[config.mk]
export PLATFORM = sky130hd
export DESIGN_NAME = merge_unit
export DESIGN_NICKNAME = d
export VERILOG_FILES = /design/src/logic/merge_pkg.sv /design/src/logic/run_fifo.sv /design/src/logic/merge_control.sv /design/src/logic/merge_output.sv /design/src/logic/merge_unit.sv
export VERILOG_INCLUDE_DIRS = /design/src /design/src/logic
export SDC_FILE = /design/constraint.sdc
export NUM_CORES = 1
export LEC_CHECK = 0
export BUFFER_PORTS_ARGS = -buffer_cell sky130_fd_sc_hd__buf_4
export CAP_MARGIN = 20
export CELL_PAD_IN_SITES_DETAIL_PLACEMENT = 1
export CELL_PAD_IN_SITES_GLOBAL_PLACEMENT = 1
export CORE_AREA = 2 2 158 160
export CTS_BUF_LIST = sky130_fd_sc_hd__clkbuf_8
export DETAILED_ROUTE_END_ITERATION = 7
export DIE_AREA = 0 0 160 162
export GPL_ROUTABILITY_DRIVEN = 0
export GPL_TIMING_DRIVEN = 0
export HOLD_SLACK_MARGIN = 0.12
export PLACE_DENSITY = 0.78
export SYNTH_ARGS = -nofsm -noshare
export SYNTH_HDL_FRONTEND = slang
export SYNTH_SLANG_ARGS = --single-unit
export TNS_END_PERCENT = 5
[constraint.sdc]
create_clock -name i_clk -period 5.2 [get_ports i_clk]
set_clock_uncertainty 0.1 [all_clocks]
set_input_delay 1.04 -clock i_clk [delete_from_list [all_inputs] [get_ports i_clk]]
set_output_delay 1.04 -clock i_clk [all_outputs]
set_load 0.02 [all_outputs]
[src/logic/merge_consts.svh]
`ifndef MERGE_CONSTS_SVH
`define MERGE_CONSTS_SVH

// width of one data word. a zero word is the run terminator.
`define MERGE_WORD_W 16

// entries per input buffer.
// each upstream producer starts with this many credits.
`define MERGE_FIFO_DEPTH 8

// downstream receiver buffer size, credits held by the output stage after reset.
`define MERGE_OUT_CREDITS 4

`endif

[src/logic/merge_pkg.sv]
`include "merge_consts.svh"

package merge_pkg;

   // one data word, zero marks the end of a run.
   typedef logic [`MERGE_WORD_W-1:0] word_t;

   // merge control state.
   typedef enum logic [1:0] {
      MERGE_BOTH,
      DRAIN_B,
      DRAIN_A
   } merge_state_e;

   // what the output stage emits this cycle.
   typedef enum logic [1:0] {
      PICK_NONE,
      PICK_A,
      PICK_B,
      PICK_TERM
   } merge_pick_e;

endpackage

[src/logic/run_fifo.sv]
`include "merge_consts.svh"

module run_fifo
   import merge_pkg::*;
(
   input  logic  i_clk,
   input  logic  i_rst,
   input  logic  i_push,
   input  word_t i_data,
   input  logic  i_pop,
   output word_t o_data,
   output logic  o_empty
);

   localparam int DEPTH = `MERGE_FIFO_DEPTH;
   localparam int PTR_W = (DEPTH > 1) ? $clog2(DEPTH) : 1;
   localparam int CNT_W = $clog2(DEPTH + 1);

   word_t            mem [DEPTH];
   logic [PTR_W-1:0] wr_ptr;
   logic [PTR_W-1:0] rd_ptr;
   logic [CNT_W-1:0] count;

   // storage, written on push only.
   always_ff @(posedge i_clk) begin
      if (i_push) begin
         mem[wr_ptr] <= i_data;
      end
   end

   // pointers wrap at the buffer depth, which need not be a power of two.
   always_ff @(posedge i_clk) begin
      if (i_rst) begin
         wr_ptr <= '0;
         rd_ptr <= '0;
         count  <= '0;
      end else begin
         if (i_push) begin
            wr_ptr <= (wr_ptr == PTR_W'(DEPTH - 1)) ? '0 : wr_ptr + 1'b1;
         end
         if (i_pop) begin
            rd_ptr <= (rd_ptr == PTR_W'(DEPTH - 1)) ? '0 : rd_ptr + 1'b1;
         end
         case ({i_push, i_pop})
            2'b10:   count <= count + 1'b1;
            2'b01:   count <= count - 1'b1;
            default: count <= count;
         endcase
      end
   end

   // head falls through without a read cycle.
   assign o_data  = mem[rd_ptr];
   assign o_empty = (count == '0);

endmodule

[src/logic/merge_control.sv]
`include "merge_consts.svh"

module merge_control
   import merge_pkg::*;
(
   input  logic        i_clk,
   input  logic        i_rst,
   input  word_t       i_a_head,
   input  logic        i_a_empty,
   input  word_t       i_b_head,
   input  logic        i_b_empty,
   input  logic        i_can_emit,
   output merge_pick_e o_pick,
   output logic        o_pop_a,
   output logic        o_pop_b
);

   merge_state_e state;
   merge_state_e next_state;
   logic         a_term;
   logic         b_term;
   logic         a_lte_b;

   // a zero head is the end of the current run.
   assign a_term  = (i_a_head == '0);
   assign b_term  = (i_b_head == '0);
   assign a_lte_b = (i_a_head <= i_b_head);

   // every decision is taken in the same cycle it is seen.
   always_comb begin
      next_state = state;
      o_pick     = PICK_NONE;
      o_pop_a    = 1'b0;
      o_pop_b    = 1'b0;

      // nothing moves while downstream has no room.
      if (i_can_emit) begin
         case (state)
            MERGE_BOTH: begin
               if (!i_a_empty && !i_b_empty) begin
                  if (a_term) begin
                     // a terminator stays at the A head until B drains.
                     next_state = DRAIN_B;
                  end else if (b_term) begin
                     next_state = DRAIN_A;
                  end else if (a_lte_b) begin
                     // ties go to A.
                     o_pick  = PICK_A;
                     o_pop_a = 1'b1;
                  end else begin
                     o_pick  = PICK_B;
                     o_pop_b = 1'b1;
                  end
               end
            end

            DRAIN_B: begin
               if (!i_b_empty) begin
                  if (b_term) begin
                     // both runs done, close the merged run.
                     o_pick     = PICK_TERM;
                     o_pop_a    = 1'b1;
                     o_pop_b    = 1'b1;
                     next_state = MERGE_BOTH;
                  end else begin
                     o_pick  = PICK_B;
                     o_pop_b = 1'b1;
                  end
               end
            end

            DRAIN_A: begin
               if (!i_a_empty) begin
                  if (a_term) begin
                     o_pick     = PICK_TERM;
                     o_pop_a    = 1'b1;
                     o_pop_b    = 1'b1;
                     next_state = MERGE_BOTH;
                  end else begin
                     o_pick  = PICK_A;
                     o_pop_a = 1'b1;
                  end
               end
            end

            default: begin
               next_state = MERGE_BOTH;
            end
         endcase
      end
   end

   always_ff @(posedge i_clk) begin
      if (i_rst) begin
         state <= MERGE_BOTH;
      end else begin
         state <= next_state;
      end
   end

endmodule

[src/logic/merge_output.sv]
`include "merge_consts.svh"

module merge_output
   import merge_pkg::*;
(
   input  logic        i_clk,
   input  logic        i_rst,
   input  merge_pick_e i_pick,
   input  word_t       i_a_head,
   input  word_t       i_b_head,
   input  logic        i_out_credit,
   output logic        o_can_emit,
   output logic        o_out_valid,
   output word_t       o_out_data
);

   localparam int CREDITS = `MERGE_OUT_CREDITS;
   localparam int CRED_W  = $clog2(CREDITS + 1);

   logic [CRED_W-1:0] credits;
   logic              emit;

   assign emit = (i_pick != PICK_NONE);

   // output word register.
   always_ff @(posedge i_clk) begin
      case (i_pick)
         PICK_A:  o_out_data <= i_a_head;
         PICK_B:  o_out_data <= i_b_head;
         default: o_out_data <= '0;
      endcase
   end

   // one emit spends a credit, each returned credit adds one back.
   always_ff @(posedge i_clk) begin
      if (i_rst) begin
         o_out_valid <= 1'b0;
         credits     <= CRED_W'(CREDITS);
      end else begin
         o_out_valid <= emit;
         case ({emit, i_out_credit})
            2'b10:   credits <= credits - 1'b1;
            2'b01:   credits <= credits + 1'b1;
            default: credits <= credits;
         endcase
      end
   end

   assign o_can_emit = (credits != '0);

endmodule

[src/logic/merge_unit.sv]
`include "merge_consts.svh"

module merge_unit
   import merge_pkg::*;
(
   input  logic  i_clk,
   input  logic  i_rst,
   // stream A, sent only against held credits.
   input  logic  i_a_valid,
   input  word_t i_a_data,
   output logic  o_a_credit,
   // stream B.
   input  logic  i_b_valid,
   input  word_t i_b_data,
   output logic  o_b_credit,
   // merged output, the receiver must take every valid word.
   output logic  o_out_valid,
   output word_t o_out_data,
   input  logic  i_out_credit
);

   word_t       a_head;
   word_t       b_head;
   logic        a_empty;
   logic        b_empty;
   logic        pop_a;
   logic        pop_b;
   logic        can_emit;
   merge_pick_e pick;

   run_fifo u_fifo_a (
      .i_clk   (i_clk),
      .i_rst   (i_rst),
      .i_push  (i_a_valid),
      .i_data  (i_a_data),
      .i_pop   (pop_a),
      .o_data  (a_head),
      .o_empty (a_empty)
   );

   run_fifo u_fifo_b (
      .i_clk   (i_clk),
      .i_rst   (i_rst),
      .i_push  (i_b_valid),
      .i_data  (i_b_data),
      .i_pop   (pop_b),
      .o_data  (b_head),
      .o_empty (b_empty)
   );

   merge_control u_control (
      .i_clk      (i_clk),
      .i_rst      (i_rst),
      .i_a_head   (a_head),
      .i_a_empty  (a_empty),
      .i_b_head   (b_head),
      .i_b_empty  (b_empty),
      .i_can_emit (can_emit),
      .o_pick     (pick),
      .o_pop_a    (pop_a),
      .o_pop_b    (pop_b)
   );

   merge_output u_output (
      .i_clk        (i_clk),
      .i_rst        (i_rst),
      .i_pick       (pick),
      .i_a_head     (a_head),
      .i_b_head     (b_head),
      .i_out_credit (i_out_credit),
      .o_can_emit   (can_emit),
      .o_out_valid  (o_out_valid),
      .o_out_data   (o_out_data)
   );

   // each pop frees one buffer slot upstream.
   assign o_a_credit = pop_a;
   assign o_b_credit = pop_b;

endmodule

; ---- After elaboration in Yosys (flattened, before gate mapping)
; Memories as Yosys holds them, arrays and structs flattened. A register that Yosys moved wholly into a read port is not among the register bits.
; Cells that the tools add are included.
[classes]
add_sub_neg = 10
multipliers = 0
shifts = 0
order_cmp = 1
n_reduce_logical = 14
eq_ne = 20
n_div = 0
bitwise_logic = 0
muxes = 52
[ops]
columns = op, n
row1 = logical NOT 16 bit, 2
row2 = one-hot mux 16 bit (2 select lines), 1
row3 = 2-to-1 mux 2 bit, 15
row4 = 2-to-1 mux 3 bit, 8
row5 = 2-to-1 mux 1 bit, 21
row6 = less-or-equal comparator 16 bit, 1
row7 = one-hot mux 4 bit (2 select lines), 2
row8 = "adder 3 x 1 -> 3 bit, second input constant", 5
row9 = "== test 3 bit, second input constant", 4
row10 = one-hot mux 2 bit (3 select lines), 2
row11 = "== test 2 x 1 -> 1 bit, second input constant", 5
row12 = "== test 2 bit, second input constant", 5
row13 = "adder 4 x 1 -> 4 bit, second input constant", 2
row14 = logical NOT 4 bit, 2
row15 = nonzero test 2 bit, 4
row16 = "subtractor 4 x 1 -> 4 bit, second input constant", 2
row17 = AND reduction 7 bit, 1
row18 = "inequality test 2 x 1 -> 1 bit, second input constant", 3
row19 = one-hot mux 1 bit (3 select lines), 2
row20 = one-hot mux 3 bit (2 select lines), 1
row21 = "inequality test 2 bit, second input constant", 2
row22 = "inequality test 3 x 1 -> 1 bit, second input constant", 1
row23 = nonzero test 3 bit, 1
row24 = "subtractor 3 x 1 -> 3 bit, second input constant", 1
row25 = 3 further kinds, 4
[totals]
memories = 2
wordCells = 109
inputBits = 37
mem_bits_ro = 0
mem_bits_rw = 256
regBits = 42
latch_bits = 0
[mem_list]
columns = memory, words, word_bits, rd, rd_clocked_by_memory_dff, write_ports, line
row1 = u_fifo_a.mem, 8, 16, 1, 1, 1, run_fifo.sv:19  ; word_t mem [DEPTH];
row2 = u_fifo_b.mem, 8, 16, 1, 1, 1, run_fifo.sv:19

; ---- Longest topological paths before layout
; Gate-level depths: netlist (run 1).
[depth]
depth_word = 10
depth_mapped = 21
depth_no_buf = 19

; ---- Modules after synthesis
; Synthesis (run 1) repeated with hierarchy kept, for this count alone.
[unflattened]
hier_cells = 684
hier_area_um2 = 12553.3
[modules_own_cells]
columns = module, seq_area_each_um2, cells_each, area_each_um2, instances
row1 = run_fifo at u_fifo_b, 4103.9, 260, 5562.8, 1
row2 = run_fifo at u_fifo_a, 4103.9, 258, 5559.1, 1
row3 = merge_output, 400.4, 75, 789.5, 1
row4 = merge_control, 40.0, 91, 641.9, 1

; ---- Least setup slack after synthesis (run 1)
; OpenSTA, ideal clock, no wires.
[synth_path]
path_type = register -> register
from = register (tool-made name)
to = register u_output.credits[2]
arrival_time_ps = 4480
path_stages_with_launch = 21
setup_slack_ps = 488
setup_ps = 132
synth_period_minus_slack_ps = 4712
n_path_buf = 2
cell_sequence = dfxtp_1 buf_6 buf_6 mux4_2 mux2_2 ha_1 nand4_1 nor4_1 nor3_1 o31ai_1 nand2_1 a221oi_4 nor2_1 inv_2 ha_1 ha_1 inv_1 fa_1 xor2_1 o21ai_0 or3b_2
[synth_rtl]
columns = item, line
row1 = to (signal assigned), merge_output.sv:38  ; credits <= CRED_W'(CREDITS);
row2 = to (signal assigned), merge_output.sv:42  ; 2'b10: credits <= credits - 1'b1;
row3 = to (signal assigned), merge_output.sv:43  ; 2'b01: credits <= credits + 1'b1;
row4 = to (decl), merge_output.sv:20  ; logic [CRED_W-1:0] credits;

==> out/results.env, run 1 <==
POST_SYNTH_MUX_AREA_SHARE_PCT=15.2
GRTUSAGETOTAL_PCT=22.6
GRT_ANTENNA_BEFORE_REPAIR=0
RSZ0062_AT_GRT='no'
HOLD_PATH_CLASS='reg2reg'
LAYOUT_COMMON_CELLS='256 x sky130_fd_sc_hd__edfxtp_1, 63 x sky130_fd_sc_hd__mux4_2, 62 x sky130_fd_sc_hd__buf_4, 55 x sky130_fd_sc_hd__clkbuf_8'
POST_DRT_VIA_CELL_RATIO=5.66
COMPLEX_GATE_FRACTION_OF_THE_SYNTHESIZED_AREA_PCT=3.38
WL_PER_CELL_UM=24.1
DIEAREA_UM2=25900
GLOBAL_ROUTE_WIRE_LENGTH_BEFORE_REPAIR_MM=43.8
TIMING.CRITICAL_PATH.MAX_DELAY_FAMILY='compound AO/OA/AOI/OAI gates'
CP_CELL_SEQUENCE='buf_6 -> buf_12 -> mux4_2 -> mux2_4 -> ha_1 -> nor2b_1 -> o211ai_1 -> a21oi_1 -> o31ai_2 -> buf_4 -> nand3_1 -> o22ai_4 -> buf_4'
TRITONCTS_CLOCK_TREE='yes'
FIN_CRIT_PS=5030
IOS=56
POST_SYNTH_XOR_AREA_FRACTION_PCT=0.567
WORSTPATHARRIVAL_PS=3890
SEQ_AREA_FRAC_SYNTH_PCT=69.9
FP-ROW-COUNT=57
CTS_ROOT_BUFFER='sky130_fd_sc_hd__clkbuf_8'
GRT_MAX_DEGREE=15
TIMING.CRITICAL_PATH.REQUIRED_PS=4060
SYNTH_SEQ_CELLS=304
CTS_INSERTED_BUFFERS=47
START_UTIL_PCT=51.3
CAP_VIOLATIONS=0
FIRST_PASS_ITERS=4
GR-TOTAL-OVERFLOW=0
CTS.CLK_SLEW.WORST_PATHS_PS=60
CLOCKBUFFERDEPTH=3
DP_HPWL_MM=20.3
DR_TOTAL_VIAS=6672
CRITICAL_PATH.N_BUFFERS_INVERTERS=4
WHS_PS=393
WORST_SETUP_PATH_START_KIND='flop'
LAYOUT_SETUP_WS_PS=170
PERIOD_SHARE_PCT=96.7
TIMING.CRITICAL_PATH.MODE_CELL='sky130_fd_sc_hd__buf_4'
P_LEAK_nW=5.06
NUMBER_OF_CLOCK_SINKS_SEEN_BY_CTS=304
SYNTH_SIMPLE_GATE_AREA_SHARE_PCT=4.63
DRC_ERRORS=0
WL_MM=28.4
CPMAXSTAGEDELAYCELL='sky130_fd_sc_hd__mux4_2'
YOSYS.CELL_TYPES.COUNT=50
VIA_COUNT_OF_THE_FIRST_GLOBAL_ROUTING_PASS=7546
SYNTHARSTFLOPSHARE_PCT=0
SYNTHESIS.AREA_UM2=12400
NUMBER_OF_BUFFERS_INSERTED_BY_PORT_BUFFERING=54
PWR_DENSITY_CELL_nW_PER_UM2=421
YOSYS_WARNINGS=0
CRITPATHKIND='reg2out'
INSERTION_DELAY_PS=570
CTS_HTREE_LEVELS=2
PRE_CTS_WS_PS=-456
DRT_FIRST_ITER_VIOLATIONS=524
ANTENNA-DIODE-COUNT=0
SYN_NETS=762
MAXCLOCKFREQUENCY_MHz=199
CRIT_FANOUT=10
LEADING_CELL_TYPE_IN_THE_LAYOUT_FILL_AND_TAPS_EXCLUDED='sky130_fd_sc_hd__edfxtp_1'
FINALPOWER_mW=6.16
SYNTH_ENABLE_FLOP_CELLS=256
DIE_W_UM=160
FINISH.INSTANCE_AREA_UM2=14600
PLACED_CELL_AREA_UM2=13500
RUN_STATUS='finished, final reports clean'
SYNTHADDERAREAFRAC_PCT=3.93
COMBINATIONAL_FAMILY_WITH_THE_MOST_AREA_AFTER_SYNTHESIS='multiplexers'
TOTAL_SETUP_VIOLATIONS_REPORTED_AT_THE_END_OF_THE_FLOW=0
MAX-VDD-IR-DROP_V=0.000242
POST_SYNTH.CELL_AREA_AVG_UM2=18.0
WORST-SLEW-PIN-TRANSITION_PS=899
FINAL_NETS=889
DIE_H_UM=162
SYN_INST=688
SLEW_VIOLATIONS=0
AREAGROWTHSYNTHTOFINISH_PCT=18.4
CP_SLOWEST_STAGE_DELAY_PS=500
POST_ROUTE_CELLS_DRIVE_ABOVE_1_SHARE_PCT=33.0
REPORT.FINAL.HOLD_VIOL_COUNT=0
MAX_SLEW_MARGIN_PCT=39.7
CORE_AREA_UM2=24100
ANTENNA_VIOLATING_NETS_POST_ROUTE=0
HOLDBUFCOUNTCTS=0
SETUP.WORST_PATH.END_CLASS='output pin'
YS_DOMINANT_REG_CELL='sky130_fd_sc_hd__edfxtp_1'
## kinds of logic (layout without fill, tap and decap cells)
group,Yosys count,in the layout
xor+xnor,8,8
fa+ha+maj,37,37
mux,104,104
flops,304,304
buf+inv,58,224
simple gates,114,114
compound gates,63,63
## final timing paths
path / from / to / slack [ps] / cells after the start
worst max-delay path: flop / o_a_credit / 170 / 13
worst min-delay path: u_fifo_b.count[3]$_SDFFE_PP0P_ / u_fifo_b.count[3]$_SDFFE_PP0P_ / 390 / 2
worst max register to register: flop / u_output.credits[2]$_SDFFE_PP1P_ / 190 / 20
worst min register to register: u_fifo_b.count[3]$_SDFFE_PP0P_ / u_fifo_b.count[3]$_SDFFE_PP0P_ / 390 / 2
## metal layers
metal	vias up	wire length, um	global-route usage (%)
li1	2983	-	-
met1	3472	10900	26.2
met2	151	15600	41.9
met3	66	1110	4.21
met4	0	867	8.31
met5	-	0	0
## metrics by stage
stage	setup TNS (ps)	utilization [%]	std cells
2_1_floorplan	0	-	688
3_3_place_gp	-245	54.7	1066
3_5_place_dp	-499	55.8	1082
4_1_cts	0	59.9	1171
5_1_grt	0	60.7	1178
6_report	0	60.7	1178
## where the power goes
group          internal [mW]  total (mW)  switching (mW)
Combinational          0.662        1.44           0.779
Clock                   1.02        1.92           0.906
Sequential              2.74        2.80          0.0592
## state kept, by name, summed over array words and instances, names as in the netlist, named ones only
| signal | cells |
|---|---|
| u_fifo_b.rd_ptr | 3 |
| u_output.credits | 3 |
| u_fifo_a.rd_ptr | 3 |
| u_output.o_out_valid | 1 |
| u_fifo_a.count | 4 |
| u_fifo_b.wr_ptr | 3 |
| u_control.state | 2 |
| u_output.o_out_data | 16 |
| u_fifo_a.mem | 128 |
| u_fifo_b.count | 4 |
| u_fifo_b.mem | 128 |
| u_fifo_a.wr_ptr | 3 |
## layout make-up
type / instances / area [um2]
fillers: 2211 / 9470
flip-flops and latches: 304 / 8650
multi-input cells: 326 / 3640
clock buffers: 55 / 757
repair buffers: 78 / 691
well taps: 324 / 405
plain buffers: 28 / 215
clock inverters: 33 / 174
inverters: 30 / 113
## cell usage after synthesis, types with 3 or more instances
master                     instances  area, um2
sky130_fd_sc_hd__mux2_2           15        169
sky130_fd_sc_hd__clkbuf_1          8       30.0
sky130_fd_sc_hd__or3_1             3       18.8
sky130_fd_sc_hd__buf_1             6       22.5
sky130_fd_sc_hd__mux2i_2           7       96.3
sky130_fd_sc_hd__a21o_1            3       22.5
sky130_fd_sc_hd__buf_6             6       67.6
sky130_fd_sc_hd__o21ai_0           5       25.0
sky130_fd_sc_hd__buf_2             4       20.0
sky130_fd_sc_hd__nand3_1           7       35.0
sky130_fd_sc_hd__mux4_2           63       1420
sky130_fd_sc_hd__nor4_1            4       25.0
sky130_fd_sc_hd__edfxtp_1        256       7690
sky130_fd_sc_hd__inv_1            28        105
sky130_fd_sc_hd__dfxtp_1          48        961
sky130_fd_sc_hd__mux2i_1          19        190
sky130_fd_sc_hd__a22oi_1          16        120
sky130_fd_sc_hd__or4_1             3       22.5
sky130_fd_sc_hd__ha_1             34        425
sky130_fd_sc_hd__o21ai_1           4       20.0
sky130_fd_sc_hd__fa_1              3       60.1
sky130_fd_sc_hd__a21oi_1          27        135
sky130_fd_sc_hd__nor2_1           56        210
sky130_fd_sc_hd__xor2_1            6       52.6
sky130_fd_sc_hd__nand2b_1          6       37.5
sky130_fd_sc_hd__nand4_1           8       50.1
sky130_fd_sc_hd__nor3_1            9       45.0
sky130_fd_sc_hd__nand2_1           9       33.8
## tightest hold or removal path: stages, from the launching register on
cell and delay [ps]:
sky130_fd_sc_hd__dfxtp_1 320, sky130_fd_sc_hd__o21ai_0 70, sky130_fd_sc_hd__a21oi_1 60
## repair_timing
item                                    in CTS  in global routing
setup buffers                                1                  7
gates resized for setup                     13                 28
pin swaps                                    1                  6
endpoints found under the setup margin       5                  3
Note: power is estimated with default switching activity, not from simulation.
==> inputs of run 2 (changes only) <==
- CELL_PAD_IN_SITES_DETAIL_PLACEMENT: 1 -> default
- CELL_PAD_IN_SITES_GLOBAL_PLACEMENT: 1 -> default
- PLACE_DENSITY: 0.78 -> 0.69
==> run 2 against run 1 <==
Net effect:
- combinational power up 4%
- sequential power hardly changed
- fmax grew 1.4%
- sequential cell count unchanged
- worst setup slack gained 67 ps
- highest routed layer unchanged
==> out/results.env, run 2 (synthesis results as in run 1) <==
SETUP.WORST_PATH.END_CLASS='flop'
CRIT_FANOUT=8
DIE_W_UM=160
FP-ROW-COUNT=57
DRT_FIRST_ITER_VIOLATIONS=596
NUMBER_OF_BUFFERS_INSERTED_BY_PORT_BUFFERING=54
FINISH.INSTANCE_AREA_UM2=14800
CAP_VIOLATIONS=0
IOS=56
POST_DRT_VIA_CELL_RATIO=5.64
CTS_INSERTED_BUFFERS=48
DIE_H_UM=162
FINAL.SETUP.TNS_PS=0
CORE_AREA_UM2=24100
PERIOD_SHARE_PCT=95.4
GRT_MAX_DEGREE=14
PLACED_CELL_AREA_UM2=13500
LAYOUT_SETUP_WS_PS=237
DIEAREA_UM2=25900
WORSTPATHARRIVAL_PS=5280
REPORT.FINAL.HOLD_VIOL_COUNT=0
TRITONCTS_CLOCK_TREE='yes'
WORSTREGTOREGCELLS=20
MAX_SLEW_MARGIN_PCT=42.2
WL_MM=26.0
FINAL_NETS=895
DRC_ERRORS=0
WL_PER_CELL_UM=22.0
CTS_HTREE_LEVELS=2
GR-TOTAL-OVERFLOW=0
GRTUSAGETOTAL_PCT=20.5
FIRST_PASS_ITERS=5
P_LEAK_nW=5.11
TOTAL_SETUP_VIOLATIONS_REPORTED_AT_THE_END_OF_THE_FLOW=0
PRE_CTS_WS_PS=-346
CRITPATHKIND='reg2reg'
RUN_STATUS='finished, final reports clean'
MIN_PATH_CELLS=2
FINALPOWER_mW=6.21
AREAGROWTHSYNTHTOFINISH_PCT=19.8
DR_TOTAL_VIAS=6667
CTS.CLK_SLEW.WORST_PATHS_PS=60
WORST-SLEW-PIN-TRANSITION_PS=863
PWR_DENSITY_CELL_nW_PER_UM2=419
SLEW_VIOLATIONS=0
ANTENNA_VIOLATING_NETS_POST_ROUTE=0
POST_ROUTE_CELLS_DRIVE_ABOVE_1_SHARE_PCT=34.0
VIA_COUNT_OF_THE_FIRST_GLOBAL_ROUTING_PASS=7184
CLOCKBUFFERDEPTH=3
GRT_ANTENNA_BEFORE_REPAIR=0
MAX-VDD-IR-DROP_V=0.000296
GLOBAL_ROUTE_WIRE_LENGTH_BEFORE_REPAIR_MM=39.8
WORST_SETUP_PATH_START_KIND='flop'
NUMPLACEDINSTANCES=1085
DP_HPWL_MM=18.1
LAYOUT_COMMON_CELLS='256 x sky130_fd_sc_hd__edfxtp_1, 63 x sky130_fd_sc_hd__mux4_2, 62 x sky130_fd_sc_hd__buf_4, 53 x sky130_fd_sc_hd__clkbuf_8, 47 x sky130_fd_sc_hd__dfxtp_1'
FIN_CRIT_PS=4960
ANTENNA-DIODE-COUNT=0
FINAL_CELL_COUNT_NO_FILL=1183
START_UTIL_PCT=51.3
HOLD_PATH_CLASS='reg2reg'
RSZ0062_AT_GRT='no'
LAYOUT_TOP_REGISTERS='u_fifo_a.mem: 128 flops, u_fifo_b.mem: 128 flops, u_output.o_out_data: 16 flops'
NUMBER_OF_CLOCK_SINKS_SEEN_BY_CTS=304
INSERTION_DELAY_PS=560
TIMING.CRITICAL_PATH.REQUIRED_PS=5520
HOLDBUFCOUNTCTS=0
CTS_ROOT_BUFFER='sky130_fd_sc_hd__clkbuf_8'
MAXCLOCKFREQUENCY_MHz=201
LEADING_CELL_TYPE_IN_THE_LAYOUT_FILL_AND_TAPS_EXCLUDED='sky130_fd_sc_hd__edfxtp_1'
## run 2: worst paths after layout
path | end | slack, ps | startpoint
worst max-delay path | u_output.credits[2]$_SDFFE_PP1P_ | 240 | flop
worst min-delay path | u_fifo_b.count[3]$_SDFFE_PP0P_ | 390 | u_fifo_b.count[3]$_SDFFE_PP0P_
worst max register to register | u_output.credits[2]$_SDFFE_PP1P_ | 240 | flop
worst min register to register | u_fifo_b.count[3]$_SDFFE_PP0P_ | 390 | u_fifo_b.count[3]$_SDFFE_PP0P_
## run 2: critical path: stages (launching register included)
cell and delay (ps):
sky130_fd_sc_hd__dfxtp_2 340, sky130_fd_sc_hd__buf_12 150, sky130_fd_sc_hd__buf_12 130, sky130_fd_sc_hd__mux4_2 500, sky130_fd_sc_hd__mux2_4 320, sky130_fd_sc_hd__ha_1 290
sky130_fd_sc_hd__nor2b_1 130, sky130_fd_sc_hd__o211ai_1 150, sky130_fd_sc_hd__a21oi_1 100, sky130_fd_sc_hd__o31ai_2 360, sky130_fd_sc_hd__nand2_1 170, sky130_fd_sc_hd__a221oi_4 330
sky130_fd_sc_hd__nor2_4 90, sky130_fd_sc_hd__inv_2 100, sky130_fd_sc_hd__ha_4 150, sky130_fd_sc_hd__ha_2 190, sky130_fd_sc_hd__inv_1 50, sky130_fd_sc_hd__fa_1 380
sky130_fd_sc_hd__xor2_1 180, sky130_fd_sc_hd__o21ai_0 140, sky130_fd_sc_hd__or3b_2 450
## run 2: per-layer routing
metal	up-vias	GRT usage (%)	part of all wire (%)
li1	2995	-	-
met4	0	8.60	2.5
met3	52	4.65	5.4
met2	174	37.2	54
met5	-	0	0
met1	3446	23.5	38
## run 2: layout make-up
type | instances | area (um2)
buffer | 28 | 235
clock buffer | 53 | 729
clock inverter | 35 | 199
fill | 1806 | 9290
inverter | 30 | 113
multi-input combinational | 326 | 3680
sequential | 304 | 8650
tap | 324 | 405
timing repair buffer | 83 | 805
## run 2: repair_timing
action	CTS	global route
gates cloned	0	3
resized for setup	15	39
pin swaps	1	7
buffers inserted	1	6
endpoints found under the setup margin	4	3
## run 2: stage by stage
step,hold slack (ps),util (%)
final,388,61.5
after global routing,421,61.5
after CTS,387,60.1
after detailed placement,377,56.0
after global placement,367,54.7
after floorplan,353,-
## run 2: power by group
group,leakage (nW),switching (mW),internal (mW)
clock,0.528,0.877,1.04
combinational,1.87,0.777,0.726
sequential,2.72,0.0555,2.74
total,5.11,1.71,4.50
==> inputs of run 3 (changes only) <==
- CORE_AREA: 2 2 158 160 -> 2 2 161 163
- DIE_AREA: 0 0 160 162 -> 0 0 163 165
- PLACE_DENSITY: 0.69 -> 0.67
==> run 3 against run 2 <==
Net effect:
- global-route usage down 0.60 points
- routed wire length down 1.3%
- combinational power down 10%
- sequential power about the same
- utilization down 3.4 points
- cell count down 0.51%
==> out/results.env, run 3 (synthesis results as in run 1) <==
P_LEAK_nW=4.98
DP_HPWL_MM=18.2
TIMING.CRITICAL_PATH.MODE_CELL='sky130_fd_sc_hd__ha_1'
WORSTPATHARRIVAL_PS=5300
CTS_ROOT_BUFFER='sky130_fd_sc_hd__clkbuf_8'
SLEW_VIOLATIONS=0
MAX_SLEW_MARGIN_PCT=34.6
FINALPOWER_mW=6.07
DRT_FIRST_ITER_VIOLATIONS=537
FP-ROW-COUNT=58
SHARE_COMB_OF_TOTAL_POWER_PCT=22.2
MAXCLOCKFREQUENCY_MHz=201
TIMING.CRITICAL_PATH.MAX_DELAY_FAMILY='adder cells'
POST_DRT_VIA_CELL_RATIO=5.51
ANTENNA-DIODE-COUNT=0
P_SWITCHING_mW=1.66
GRT_MAX_DEGREE=13
NUMBER_OF_CLOCK_SINKS_SEEN_BY_CTS=304
LAYOUT_SETUP_WS_PS=227
FINISH.INSTANCE_AREA_UM2=14500
RR_ENDPOINT='u_output.credits[2]$_SDFFE_PP1P_'
RUN_STATUS='finished, final reports clean'
LAYOUT_COMMON_CELLS='256 x sky130_fd_sc_hd__edfxtp_1, 63 x sky130_fd_sc_hd__mux4_2, 57 x sky130_fd_sc_hd__buf_4, 54 x sky130_fd_sc_hd__clkbuf_8, 48 x sky130_fd_sc_hd__dfxtp_1'
DIEAREA_UM2=26900
N_FILL_CELL=1880
CLOCKPOWERSHARE_PCT=31.7
CRITICAL_PATH.N_BUFFERS_INVERTERS=4
FINAL.SETUP.TNS_PS=0
LAYOUT_TOP_REGISTERS='u_fifo_a.mem: 128 flops, u_fifo_b.mem: 128 flops, u_output.o_out_data: 16 flops'
MAX-VDD-IR-DROP_V=0.000232
CP_SLOWEST_STAGE_DELAY_PS=510
FIRST_PASS_ITERS=4
WORST_SETUP_PATH_START_KIND='flop'
CLOCKBUFFERDEPTH=3
PLACED_CELL_AREA_UM2=13500
HOLD_PATH_CLASS='reg2reg'
DRC_ERRORS=0
NUMPLACEDINSTANCES=1089
CRIT_FANOUT=10
PWR_DENSITY_CELL_nW_PER_UM2=418
CRITICAL_PATH_CELL_COUNT=20
TRITONCTS_CLOCK_TREE='yes'
START_UTIL_PCT=49.4
DIE_H_UM=165
SW_FRAC_OF_TOTAL_PCT=27.3
WL_MM=25.7
LAYOUT.CORE_UTILIZATION_PCT=58.0
WORST-SLEW-PIN-TRANSITION_PS=975
REPORT.FINAL.HOLD_VIOL_COUNT=0
P_SEQ_SHARE_PCT=46.1
CTS_HTREE_LEVELS=2
WL_PER_CELL_UM=21.8
SETUP.WORST_PATH.END_CLASS='flop'
CTS_INSERTED_BUFFERS=48
CRITPATHKIND='reg2reg'
AREAGROWTHSYNTHTOFINISH_PCT=17.5
CAP_VIOLATIONS=0
GLOBAL_ROUTE_WIRE_LENGTH_BEFORE_REPAIR_MM=39.5
WHS_PS=390
CTS.CLK_SLEW.WORST_PATHS_PS=60
LEADING_CELL_TYPE_IN_THE_LAYOUT_FILL_AND_TAPS_EXCLUDED='sky130_fd_sc_hd__edfxtp_1'
DR_TOTAL_VIAS=6490
VIA_COUNT_OF_THE_FIRST_GLOBAL_ROUTING_PASS=7063
ANTENNA_VIOLATING_NETS_POST_ROUTE=0
FINAL_CELL_COUNT_NO_FILL=1177
CP_CELL_SEQUENCE='buf_6 -> buf_8 -> mux4_2 -> mux2_2 -> ha_1 -> a21oi_1 -> o21ai_1 -> a221oi_1 -> or2_1 -> nand2_1 -> a221oi_4 -> nor2_2 -> inv_2 -> ha_1 -> ha_2 -> inv_1 -> fa_1 -> xor2_1 -> o21ai_0 -> or3b_2'
CORE_AREA_UM2=25000
FIN_CRIT_PS=4970
TOTAL_SETUP_VIOLATIONS_REPORTED_AT_THE_END_OF_THE_FLOW=0
GR-TOTAL-OVERFLOW=0
R2R_SLACK_PS=230
CRITICAL_PATH_DESTINATION='u_output.credits[2]$_SDFFE_PP1P_'
IOS=56
NUMBER_OF_BUFFERS_INSERTED_BY_PORT_BUFFERING=54
TIMING.CRITICAL_PATH.REQUIRED_PS=5530
GRT_ANTENNA_BEFORE_REPAIR=0
INTPOWER_mW=4.41
PERIOD_SHARE_PCT=95.6
DIE_W_UM=163
INSERTION_DELAY_PS=550
CPMAXSTAGEDELAYCELL='sky130_fd_sc_hd__mux4_2'
POST_ROUTE_CELLS_DRIVE_ABOVE_1_SHARE_PCT=32.9
GRTUSAGETOTAL_PCT=19.9
WORSTREGTOREGCELLS=20
PRE_CTS_WS_PS=-228
FINAL_NETS=885
[run 3: cell types whose count changed in the layout (fill, tap and decap cells not counted), sizes merged]
cell and delta:
clkinvlp +2, clkinv -3, clkbuf -1, inv -2, buf -8
[run 3: how the worst min path moves through the flow]
stage	start	to	slack [ps]	cells past startpoint
after floorplan	u_fifo_b.count[3]$_SDFFE_PP0P_	u_fifo_b.count[3]$_SDFFE_PP0P_	350	2
after global placement	u_fifo_b.count[3]$_SDFFE_PP0P_	u_fifo_b.count[3]$_SDFFE_PP0P_	360	2
after detailed placement	u_fifo_b.count[3]$_SDFFE_PP0P_	u_fifo_b.count[3]$_SDFFE_PP0P_	380	2
after CTS	u_fifo_a.count[3]$_SDFFE_PP0P_	u_fifo_a.count[3]$_SDFFE_PP0P_	390	2
after global routing	u_fifo_b.count[3]$_SDFFE_PP0P_	u_fifo_b.count[3]$_SDFFE_PP0P_	420	2
final	u_fifo_b.count[3]$_SDFFE_PP0P_	u_fifo_b.count[3]$_SDFFE_PP0P_	390	2
[run 3: what timing repair did]
action | in CTS | in global routing
pin swaps | 0 | 4
hold buffers | 0 | 0
gates resized for setup | 10 | 14
setup buffers | 0 | 2
endpoints found under the setup margin | 3 | 3
endpoints found under the hold margin | 0 | 0
[run 3: tightest hold or removal path: cells and delay by family, from the launching register on]
kind | cells | cell delay, ps
AO/OA/AOI/OAI | 2 | 130
flip-flops | 1 | 320
[run 3: power groups by stage]
| stage | logic [mW] | clock network [mW] | registers (mW) |
|---|---|---|---|
| after floorplan | 0.935 | 0 | 2.85 |
| after detailed placement | 1.30 | 0 | 2.84 |
| final | 1.35 | 1.92 | 2.79 |
| after global routing | 1.47 | 2.09 | 2.80 |
| after global placement | 1.24 | 0 | 2.84 |
| after CTS | 1.32 | 1.98 | 2.79 |
[run 3: layer usage]
metal | global-route usage, % | share of wire [%]
met2 | 35.8 | 53
met1 | 23.0 | 39
met3 | 4.50 | 5.2
met4 | 8.25 | 3.4
met5 | 0 | 0
[run 3: cell type report]
class	instances	area, um2	area share [%]
Inverter	30	113	0.775
Sequential cell	304	8650	59.5
Clock inverter	32	190	1.31
Clock buffer	54	743	5.12
Tap cell	330	413	2.84
Buffer	28	200	1.38
Multi-Input combinational cell	326	3560	24.5
Timing Repair Buffer	73	661	4.55
